==> src/design/dma_cfg_pkg.sv <==
`default_nettype none

package dma_cfg_pkg;

	// bus widths
	localparam int ADDR_W = 32;
	localparam int DATA_W = 64;
	localparam int KEEP_W = DATA_W / 8;            // one enable per byte
	localparam int BEAT_SHIFT = $clog2(KEEP_W);    // byte count to beat count

	// burst shaping
	localparam int MAX_BURST_LEN = 8;              // beats per full burst
	localparam int BURST_BYTES = MAX_BURST_LEN * KEEP_W;  // address step
	localparam int LEN_W = 8;                      // axi arlen field
	localparam int BEATS_W = 9;                    // up to 512 beats per job

	// in-flight limit on the read address channel
	localparam int RD_OUTSTANDING = 4;
	localparam int OUT_CR_W = $clog2(RD_OUTSTANDING + 1);

	// read-data buffer
	localparam int RDATA_DEPTH = 64;
	localparam int RDATA_AW = $clog2(RDATA_DEPTH);
	localparam int RDATA_SLOTS = RDATA_DEPTH / MAX_BURST_LEN;  // whole bursts that fit
	localparam int SLOT_CR_W = $clog2(RDATA_SLOTS + 1);

endpackage

`default_nettype wire
==> src/design/dma_bus_pkg.sv <==
`default_nettype none

package dma_bus_pkg;

	// read address request
	typedef struct packed {
		logic [dma_cfg_pkg::ADDR_W-1:0] addr;
		logic [dma_cfg_pkg::LEN_W-1:0]  len;     // beats minus 1
	} ar_beat_t;

	// read data beat as stored in the buffer
	typedef struct packed {
		logic [dma_cfg_pkg::DATA_W-1:0] data;
		logic                           last;    // last beat of its burst
	} r_beat_t;

	// stream beat toward the upsampler
	typedef struct packed {
		logic [dma_cfg_pkg::DATA_W-1:0] data;
		logic [dma_cfg_pkg::KEEP_W-1:0] keep;
		logic                           last;    // last beat of the feature map
	} axis_beat_t;

	// job handed from control to the burst issuer
	typedef struct packed {
		logic [dma_cfg_pkg::ADDR_W-1:0]  base;
		logic [dma_cfg_pkg::BEATS_W-1:0] beats_m1;  // total beats minus 1
	} job_t;

	typedef enum logic {
		IDLE,
		RUN
	} job_state_e;

endpackage

`default_nettype wire

==> src/design/mm2s_dma.sv <==
`default_nettype none

module mm2s_dma (
	input  wire                              clk,
	input  wire                              rst_n,
	// job command
	input  wire [dma_cfg_pkg::ADDR_W-1:0]    in_buf_base,
	input  wire [31:0]                       in_buf_len,   // bytes minus 1
	input  wire                              mm2s_start,
	output logic                             mm2s_idle,
	output logic                             mm2s_done,
	// axi read address
	output logic [dma_cfg_pkg::ADDR_W-1:0]   araddr,
	output logic [dma_cfg_pkg::LEN_W-1:0]    arlen,
	output logic                             arvalid,
	input  wire                              arready,
	// axi read data
	input  wire [dma_cfg_pkg::DATA_W-1:0]    rdata,
	input  wire                              rlast,
	input  wire                              rvalid,
	output logic                             rready,
	// stream out
	output logic [dma_cfg_pkg::DATA_W-1:0]   axis_data,
	output logic [dma_cfg_pkg::KEEP_W-1:0]   axis_keep,
	output logic                             axis_last,
	output logic                             axis_valid,
	input  wire                              axis_ready
);

	logic                       job_load;
	dma_bus_pkg::job_t          job;
	logic                       launch_ok;
	logic                       launch;        // ar handshake
	dma_bus_pkg::ar_beat_t      ar;
	dma_bus_pkg::r_beat_t       r_in;
	dma_bus_pkg::r_beat_t       head;
	logic                       head_valid;
	logic                       pop;           // head leaves buffer
	dma_bus_pkg::axis_beat_t    axis;
	logic                       rlast_done;
	logic                       burst_drained;

	assign araddr = ar.addr;
	assign arlen  = ar.len;

	assign r_in          = '{data: rdata, last: rlast};
	assign rlast_done    = rvalid & rready & rlast;   // burst fully returned
	assign burst_drained = pop & head.last;           // burst fully streamed

	assign axis_data = axis.data;
	assign axis_keep = axis.keep;
	assign axis_last = axis.last;

	mm2s_job_ctrl u_job_ctrl (
		.clk        (clk),
		.rst_n      (rst_n),
		.start      (mm2s_start),
		.base       (in_buf_base),
		.len        (in_buf_len),
		.idle       (mm2s_idle),
		.done       (mm2s_done),
		.job_load   (job_load),
		.job        (job),
		.head       (head),
		.head_valid (head_valid),
		.pop        (pop),
		.axis       (axis),
		.axis_valid (axis_valid),
		.axis_ready (axis_ready)
	);

	rd_burst_issuer u_issuer (
		.clk       (clk),
		.rst_n     (rst_n),
		.job_load  (job_load),
		.job       (job),
		.launch_ok (launch_ok),
		.ar        (ar),
		.arvalid   (arvalid),
		.arready   (arready),
		.launch    (launch)
	);

	rd_credit_ctrl u_credit (
		.clk           (clk),
		.rst_n         (rst_n),
		.launch        (launch),
		.rlast_done    (rlast_done),
		.burst_drained (burst_drained),
		.launch_ok     (launch_ok)
	);

	// rready is just room in the buffer
	rdata_fifo u_rdata_fifo (
		.clk       (clk),
		.rst_n     (rst_n),
		.wr        (rvalid),
		.din       (r_in),
		.not_full  (rready),
		.rd        (pop),
		.dout      (head),
		.not_empty (head_valid)
	);

endmodule

`default_nettype wire

==> src/design/rdata_fifo.sv <==
`default_nettype none

module rdata_fifo (
	input  wire                          clk,
	input  wire                          rst_n,
	// write side
	input  wire                          wr,
	input  wire dma_bus_pkg::r_beat_t    din,
	output logic                         not_full,
	// read side, head always shown
	input  wire                          rd,
	output dma_bus_pkg::r_beat_t         dout,
	output logic                         not_empty
);

	localparam int AW = dma_cfg_pkg::RDATA_AW;

	dma_bus_pkg::r_beat_t  mem [dma_cfg_pkg::RDATA_DEPTH];
	logic [AW:0]           wr_ptr;   // extra msb tells full from empty
	logic [AW:0]           rd_ptr;
	logic                  wr_en;
	logic                  rd_en;

	assign wr_en = wr & not_full;
	assign rd_en = rd & not_empty;

	assign not_empty = (wr_ptr != rd_ptr);
	// same index, other lap
	assign not_full  = !((wr_ptr[AW] != rd_ptr[AW]) &&
		(wr_ptr[AW-1:0] == rd_ptr[AW-1:0]));

	// fall-through head
	assign dout = mem[rd_ptr[AW-1:0]];

	// storage
	always_ff @(posedge clk)
	begin
		if (wr_en)
			mem[wr_ptr[AW-1:0]] <= din;
	end

	// pointers
	always_ff @(posedge clk or negedge rst_n)
	begin
		if (!rst_n)
		begin
			wr_ptr <= '0;
			rd_ptr <= '0;
		end
		else
		begin
			if (wr_en)
				wr_ptr <= wr_ptr + 1'b1;
			if (rd_en)
				rd_ptr <= rd_ptr + 1'b1;
		end
	end

	// slot credits upstream keep occupancy below depth
	a_no_write_full: assert property (@(posedge clk) disable iff (!rst_n)
		wr |-> not_full)
		else $error("read data arrived with buffer full");

endmodule

`default_nettype wire

==> src/design/rd_credit_ctrl.sv <==
`default_nettype none

module rd_credit_ctrl (
	input  wire   clk,
	input  wire   rst_n,
	input  wire   launch,          // ar handshake
	input  wire   rlast_done,      // rlast handshake
	input  wire   burst_drained,   // burst-last beat left the buffer
	output logic  launch_ok
);

	logic [dma_cfg_pkg::OUT_CR_W-1:0]   out_cr;     // free outstanding credits
	logic [dma_cfg_pkg::OUT_CR_W-1:0]   out_next;
	logic [dma_cfg_pkg::SLOT_CR_W-1:0]  slot_cr;    // free buffer slots
	logic [dma_cfg_pkg::SLOT_CR_W-1:0]  slot_next;

	// take on launch, give back on return, both at once cancel
	always_comb
	begin
		out_next = out_cr;
		if (launch && !rlast_done)
			out_next = out_cr - 1'b1;
		else if (!launch && rlast_done)
			out_next = out_cr + 1'b1;

		slot_next = slot_cr;
		if (launch && !burst_drained)
			slot_next = slot_cr - 1'b1;
		else if (!launch && burst_drained)
			slot_next = slot_cr + 1'b1;
	end

	// both pools full after reset
	always_ff @(posedge clk or negedge rst_n)
	begin
		if (!rst_n)
		begin
			out_cr    <= dma_cfg_pkg::OUT_CR_W'(dma_cfg_pkg::RD_OUTSTANDING);
			slot_cr   <= dma_cfg_pkg::SLOT_CR_W'(dma_cfg_pkg::RDATA_SLOTS);
			launch_ok <= 1'b1;
		end
		else
		begin
			out_cr    <= out_next;
			slot_cr   <= slot_next;
			launch_ok <= (out_next != '0) && (slot_next != '0);  // from next counts
		end
	end

	// launch never spends a credit that is not there
	a_no_underflow: assert property (@(posedge clk) disable iff (!rst_n)
		launch |-> (out_cr != '0) && (slot_cr != '0))
		else $error("burst launched without credit");

	// returns never exceed what was taken
	a_out_limit: assert property (@(posedge clk) disable iff (!rst_n)
		rlast_done && !launch |-> out_cr < dma_cfg_pkg::RD_OUTSTANDING)
		else $error("rlast without an outstanding burst");

	a_slot_limit: assert property (@(posedge clk) disable iff (!rst_n)
		burst_drained && !launch |-> slot_cr < dma_cfg_pkg::RDATA_SLOTS)
		else $error("burst drained from buffer without a reserved slot");

endmodule

`default_nettype wire

==> src/design/rd_burst_issuer.sv <==
`default_nettype none

module rd_burst_issuer (
	input  wire                       clk,
	input  wire                       rst_n,
	// new job
	input  wire                       job_load,
	input  wire dma_bus_pkg::job_t    job,
	// credit gate
	input  wire                       launch_ok,
	// axi read address
	output dma_bus_pkg::ar_beat_t     ar,
	output logic                      arvalid,
	input  wire                       arready,
	output logic                      launch     // burst accepted this cycle
);

	logic [dma_cfg_pkg::ADDR_W-1:0]   addr;        // next burst address
	logic [dma_cfg_pkg::BEATS_W-1:0]  remain_m1;   // beats left minus 1
	logic                             req;         // bursts still to send
	logic                             last_burst;
	logic [dma_cfg_pkg::LEN_W-1:0]    burst_len;

	// remainder fits into one burst
	assign last_burst = remain_m1 < dma_cfg_pkg::BEATS_W'(dma_cfg_pkg::MAX_BURST_LEN);
	assign burst_len  = last_burst ? remain_m1[dma_cfg_pkg::LEN_W-1:0] :
		dma_cfg_pkg::LEN_W'(dma_cfg_pkg::MAX_BURST_LEN - 1);

	assign ar      = '{addr: addr, len: burst_len};
	assign arvalid = req & launch_ok;   // credits must be in hand
	assign launch  = arvalid & arready;

	// request flag
	always_ff @(posedge clk or negedge rst_n)
	begin
		if (!rst_n)
			req <= 1'b0;
		else if (job_load)
			req <= 1'b1;
		else if (launch & last_burst)
			req <= 1'b0;   // stop until next job
	end

	// address and remaining beats
	always_ff @(posedge clk)
	begin
		if (job_load)
		begin
			addr      <= job.base;
			remain_m1 <= job.beats_m1;
		end
		else if (launch)
		begin
			addr      <= addr + dma_cfg_pkg::ADDR_W'(dma_cfg_pkg::BURST_BYTES);
			remain_m1 <= remain_m1 - dma_cfg_pkg::BEATS_W'(dma_cfg_pkg::MAX_BURST_LEN);
		end
	end

	// pending request keeps its content until taken
	a_ar_stable: assert property (@(posedge clk) disable iff (!rst_n)
		arvalid && !arready |=> arvalid && $stable(ar))
		else $error("read address changed or dropped before arready");

	// a new job only starts after every burst of the last one went out
	a_no_overlap: assert property (@(posedge clk) disable iff (!rst_n)
		job_load |-> !req)
		else $error("job loaded while bursts still pending");

endmodule

`default_nettype wire

==> src/design/mm2s_job_ctrl.sv <==
`default_nettype none

module mm2s_job_ctrl (
	input  wire                                 clk,
	input  wire                                 rst_n,
	// job command
	input  wire                                 start,
	input  wire [dma_cfg_pkg::ADDR_W-1:0]       base,
	input  wire [31:0]                          len,      // bytes minus 1
	output logic                                idle,
	output logic                                done,
	// to burst issuer
	output logic                                job_load,
	output dma_bus_pkg::job_t                   job,
	// buffer head
	input  wire dma_bus_pkg::r_beat_t           head,
	input  wire                                 head_valid,
	output logic                                pop,
	// stream out
	output dma_bus_pkg::axis_beat_t             axis,
	output logic                                axis_valid,
	input  wire                                 axis_ready
);

	dma_bus_pkg::job_state_e                 state;
	logic [dma_cfg_pkg::BEATS_W-1:0]         beats_m1;    // latched total minus 1
	logic [dma_cfg_pkg::BEATS_W-1:0]         beat_cnt;    // beats already streamed
	logic [dma_cfg_pkg::KEEP_W-1:0]          last_keep;   // byte enables of final beat
	logic [dma_cfg_pkg::BEATS_W-1:0]         len_beats_m1;
	logic [dma_cfg_pkg::BEAT_SHIFT-1:0]      keep_shift;
	logic                                    final_beat;

	// byte count to beat count
	assign len_beats_m1 = len[dma_cfg_pkg::BEAT_SHIFT +: dma_cfg_pkg::BEATS_W];
	// unused top bytes of the final beat, 7 - len[2:0]
	assign keep_shift = ~len[dma_cfg_pkg::BEAT_SHIFT-1:0];

	assign idle     = (state == dma_bus_pkg::IDLE);
	assign job_load = idle & start;   // start only counts while idle
	assign job      = '{base: base, beats_m1: len_beats_m1};

	// job state
	always_ff @(posedge clk or negedge rst_n)
	begin
		if (!rst_n)
			state <= dma_bus_pkg::IDLE;
		else
		begin
			case (state)
				dma_bus_pkg::IDLE:
				begin
					if (start)
						state <= dma_bus_pkg::RUN;
				end
				dma_bus_pkg::RUN:
				begin
					if (done)
						state <= dma_bus_pkg::IDLE;  // idle shows one cycle after done
				end
				default: state <= dma_bus_pkg::IDLE;
			endcase
		end
	end

	// job parameters, held for the whole run
	always_ff @(posedge clk)
	begin
		if (job_load)
		begin
			beats_m1  <= len_beats_m1;
			last_keep <= {dma_cfg_pkg::KEEP_W{1'b1}} >> keep_shift;
		end
	end

	// streamed beat counter
	always_ff @(posedge clk or negedge rst_n)
	begin
		if (!rst_n)
			beat_cnt <= '0;
		else if (job_load)
			beat_cnt <= '0;
		else if (pop)
			beat_cnt <= beat_cnt + 1'b1;
	end

	assign final_beat = (beat_cnt == beats_m1);

	// head of buffer goes straight out
	assign axis_valid = head_valid;
	assign pop        = head_valid & axis_ready;
	assign axis       = '{
		data: head.data,
		keep: final_beat ? last_keep : {dma_cfg_pkg::KEEP_W{1'b1}},  // full except at the end
		last: final_beat
	};

	assign done = pop & final_beat;   // one pulse on the final handshake

	// data only arrives for bursts of a running job
	a_no_beat_idle: assert property (@(posedge clk) disable iff (!rst_n)
		pop |-> state == dma_bus_pkg::RUN)
		else $error("stream beat accepted while idle");

endmodule

`default_nettype wire

==> config.mk <==
export PLATFORM = sky130hd
export DESIGN_NAME = mm2s_dma
export DESIGN_NICKNAME = d
export VERILOG_FILES = /design/src/design/dma_cfg_pkg.sv /design/src/design/dma_bus_pkg.sv /design/src/design/mm2s_dma.sv /design/src/design/rdata_fifo.sv /design/src/design/rd_credit_ctrl.sv /design/src/design/rd_burst_issuer.sv /design/src/design/mm2s_job_ctrl.sv
export SDC_FILE = /design/constraint.sdc
export NUM_CORES = 2
export LEC_CHECK = 0
export ABC_CLOCK_PERIOD_IN_PS = 5200
export BUFFER_PORTS_ARGS = -buffer_cell sky130_fd_sc_hd__buf_2
export CAP_MARGIN = 20
export CORE_ASPECT_RATIO = 0.5
export CORE_MARGIN = 3
export CORE_UTILIZATION = 56
export CTS_CLUSTER_DIAMETER = 30
export DETAILED_ROUTE_END_ITERATION = 10
export HOLD_SLACK_MARGIN = 0.1
export PLACE_DENSITY = 0.75
export SKIP_LAST_GASP = 1
export SLEW_MARGIN = 20
export SYNTH_ARGS = -nofsm -noshare
export SYNTH_HDL_FRONTEND = slang
export SYNTH_MEMORY_MAX_BITS = 65536
export SYNTH_SLANG_ARGS = --single-unit
==> constraint.sdc <==
create_clock -name clk -period 5.2 [get_ports clk]
set_input_delay 1.04 -clock clk [delete_from_list [all_inputs] [get_ports clk]]
set_output_delay 1.04 -clock clk [all_outputs]
set_load 0.1 [all_outputs]
==> reports/qor.yml <==
outcome:
  outcome: "finished, violations left"
  violations: "negative setup slack"
logic_synthesis:
  ys_seq_elements: 4250
  ys_async_sr_fraction_pct: 0.776
  synth_area_leaders: "edfxtp_1 (78%), mux4_2 (19%), dfrtp_1 (0.46%), clkbuf_1 (0.42%), buf_2 (0.31%)"
  yosysTopAreaCell: "edfxtp_1"
  synthCells: 6365
  yosysTopAreaCellShare_pct: 78.2
  avgSynthCellArea_um2: 25.5
  ys_types: 53
  synth_commonest_cells: "edfxtp_1 (4217), mux4_2 (1355), clkbuf_1 (183)"
  yosys_most_used_dff: "edfxtp_1"
  ys_seq_area_share_pct: 78.7
  synth.cell_area_mm2: 0.162
  synth-edff-count: 4217
  yosysWarningCount: 0
  synth.most_common_cell: "edfxtp_1"
pwr:
  clockPowerShare_pct: 32.0
  seqPwrFrac_pct: 35.5
  ir_drop_uv: 960
  pwr_density_cell_mw_per_mm2: 593
  leakagePower_nw: 59.4
  p_int_w: 0.0745
  comb_power_share_pct: 32.4
  switching_share_pct: 33.7
  switching_power_w: 0.0378
clock_tree:
  clk_latency_ns: 0.98
  clockBufferDepth: 4
  clkSlewWorstSetupHoldPaths_ns: 0.07
  cts_max_level: 5
  cts_root_buffer: "clkbuf_16"
  cts.sinks: 4250
  cts_made_buffers: 474
  cts_tree: "done"
route:
  wl_met2_um: 238000
  ant_nets: 0
  routedWlPerCell_um: 45.4
  route.detailed.drc: 0
  wl_met3_um: 82400
  vias: 85458
  routed.top_layer: "met5"
  dr.first_iter.drc_count: 16242
  totalWireLength_um: 517000
  drtPass1Iterations: 6
  met1Wirelength_um: 161000
  vias_per_cell: 7.51
cells_and_area:
  stdcell_area_mm2: 0.189
  drive_above_1_share_pct: 37.7
  syn_to_final_growth_pct: 16.9
  layout.nets: 7245
setup_path:
  worstPathRequired_ns: 4.16
  cp-startpoint: "u_rdata_fifo.rd_ptr[1]"
  crit_arrival_ns: 4.18
  critPathKind: "flip-flop to output pin"
  end_kind: "output pin"
  r2r_start: "u_rdata_fifo.rd_ptr[2]"
  cp_max_fo: 99
  worstSetupStartpointType: "flip-flop"
grt:
  grt_overflow: 0
  grt_pass1_wl_um: 705000
  grt_pass1_vias: 85230
  grt_max_degree: 101
  antenna_found_initial: 30
  grt_util_all_layers_pct: 34.9
floorplanning:
  start_util_pct: 56.8
  die_h_um: 386
  ios: 253
  die_w_um: 767
  dieArea_mm2: 0.296
  rows: 138
  core_mm2: 0.285
timing:
  relSlewSlack_pct: 25.5
  slew_viol_final: 0
  hold_viol_final: 0
  worst_slew_pin_slew_ns: 1.12
  min_period_ns: 5.22
  final.period_utilization_pct: 100
  setup_viol: 3
  rsz0062_at_grt: "yes"
  finalClockSkew_ns: 0.0796
  fmax_mhz: 191
  finalSetupTns_ns: -0.0395
  final.setup.worst_slack_ns: -0.0240
  whs_ns: 0.240
place:
  io_buffers: 228
  place_ws_ns: 0.636
  placed_area_mm2: 0.172
  place_congestion: 0.849
  hpwl_um: 223000
flow_run:
  max_cap_viol_count: 0
hold_path:
  min_path_type: "input port to async pin"
## flip-flops by register name, summed over array words and instances (netlist names), 3 cells and up
name / cells
u_credit.out_cr: 3
u_credit.slot_cr: 4
u_issuer.addr: 32
u_issuer.remain_m1: 9
u_job_ctrl.beat_cnt: 9
u_job_ctrl.beats_m1: 9
u_job_ctrl.last_keep: 7
u_rdata_fifo.mem: 4160
u_rdata_fifo.rd_ptr: 7
u_rdata_fifo.wr_ptr: 7
## logic make-up (layout without fill, tap and decap cells)
kind of cell	after synthesis	in the layout	synth area share, %
XOR/XNOR	68	68	0.368
other	2	26	0.00464
flip-flops	4250	4250	78.7
multiplexers	1370	1370	19.0
AO/OA/AOI/OAI	59	59	0.227
adder cells (fa/ha/maj)	11	11	0.0819
buffers and inverters	347	1488	0.908
AND/OR/NAND/NOR	258	258	0.736
## metal layers
metal,vias to the layer above,global-route usage (%)
met2,9784,53.0
met5,-,0
met3,2074,11.4
met4,12,19.8
met1,44175,45.1
li1,29413,-
## placed cells by master (no fill, tap or decap), types with 37 or more instances in the layout
master,synthesis,final
edfxtp_1,4217,4217
mux4_2,1355,1355
clkbuf_16,0,485
buf_4,5,205
buf_2,101,168
buf_12,1,156
nand2_1,72,71
clkinvlp_4,0,66
nor2_4,0,64
bufinv_16,0,64
clkinv_2,0,58
clkinv_1,1,56
inv_6,0,54
clkinv_4,0,40
xnor2_1,38,38
o21ai_0,37,37
## stage by stage
step	total power, W	cells	utilization [%]
final	0.112	11380	66.4
after floorplan	0.0642	6367	-
after CTS	0.111	11340	66.2
after global routing	0.114	11368	66.3
after detailed placement	0.0736	10430	60.1
after global placement	0.0727	10429	60.1
## critical path: stages (launching register included)
cell and delay, ns:
dfrtp_4 0.55, buf_4 0.26, buf_16 0.36, mux4_2 0.45, mux4_2 0.55, mux4_2 0.55
buf_4 0.27
## worst paths after layout
kind | cells after the start | slack [ns] | endpoint
max in group asynchronous | 1 | 4.23 | u_rdata_fifo.rd_ptr[4]
worst max register to register | 9 | 0.93 | u_rdata_fifo.mem[37][16]
min in group clk | 1 | 0.31 | u_job_ctrl.beats_m1[2]
worst max-delay path | 6 | -0.02 | axis_data[32]
worst min-delay path | 1 | 0.24 | u_rdata_fifo.rd_ptr[0]
worst min register to register | 2 | 0.54 | u_issuer.req
## timing repair
item                                    in CTS  in global routing
cloned                                      17                  5
gates resized for setup                     81                 26
setup buffers                               11                  9
hold buffers                                 0                  0
pin swaps                                    0                  0
endpoints found under the setup margin      63                 46
## area by class of cell
| type | count | area, um2 |
|---|---|---|
| clock inverters | 372 | 4290 |
| diodes | 22 | 55.1 |
| flip-flops and latches | 4250 | 127000 |
| clock buffers | 511 | 12200 |
| well taps | 3850 | 4820 |
| inverters | 12 | 50.0 |
| fillers | 16067 | 96000 |
| multi-input cells | 1770 | 33600 |
| repair buffers | 593 | 6970 |
## power groups by stage
stage               Clock, W  Sequential (W)  Combinational [W]
floorplan                  0          0.0406             0.0236
global placement           0          0.0404             0.0323
detailed placement         0          0.0405             0.0330
CTS                   0.0357          0.0398             0.0356
global route          0.0373          0.0399             0.0372
finish                0.0360          0.0399             0.0364
(Power assumes the default switching activity.)
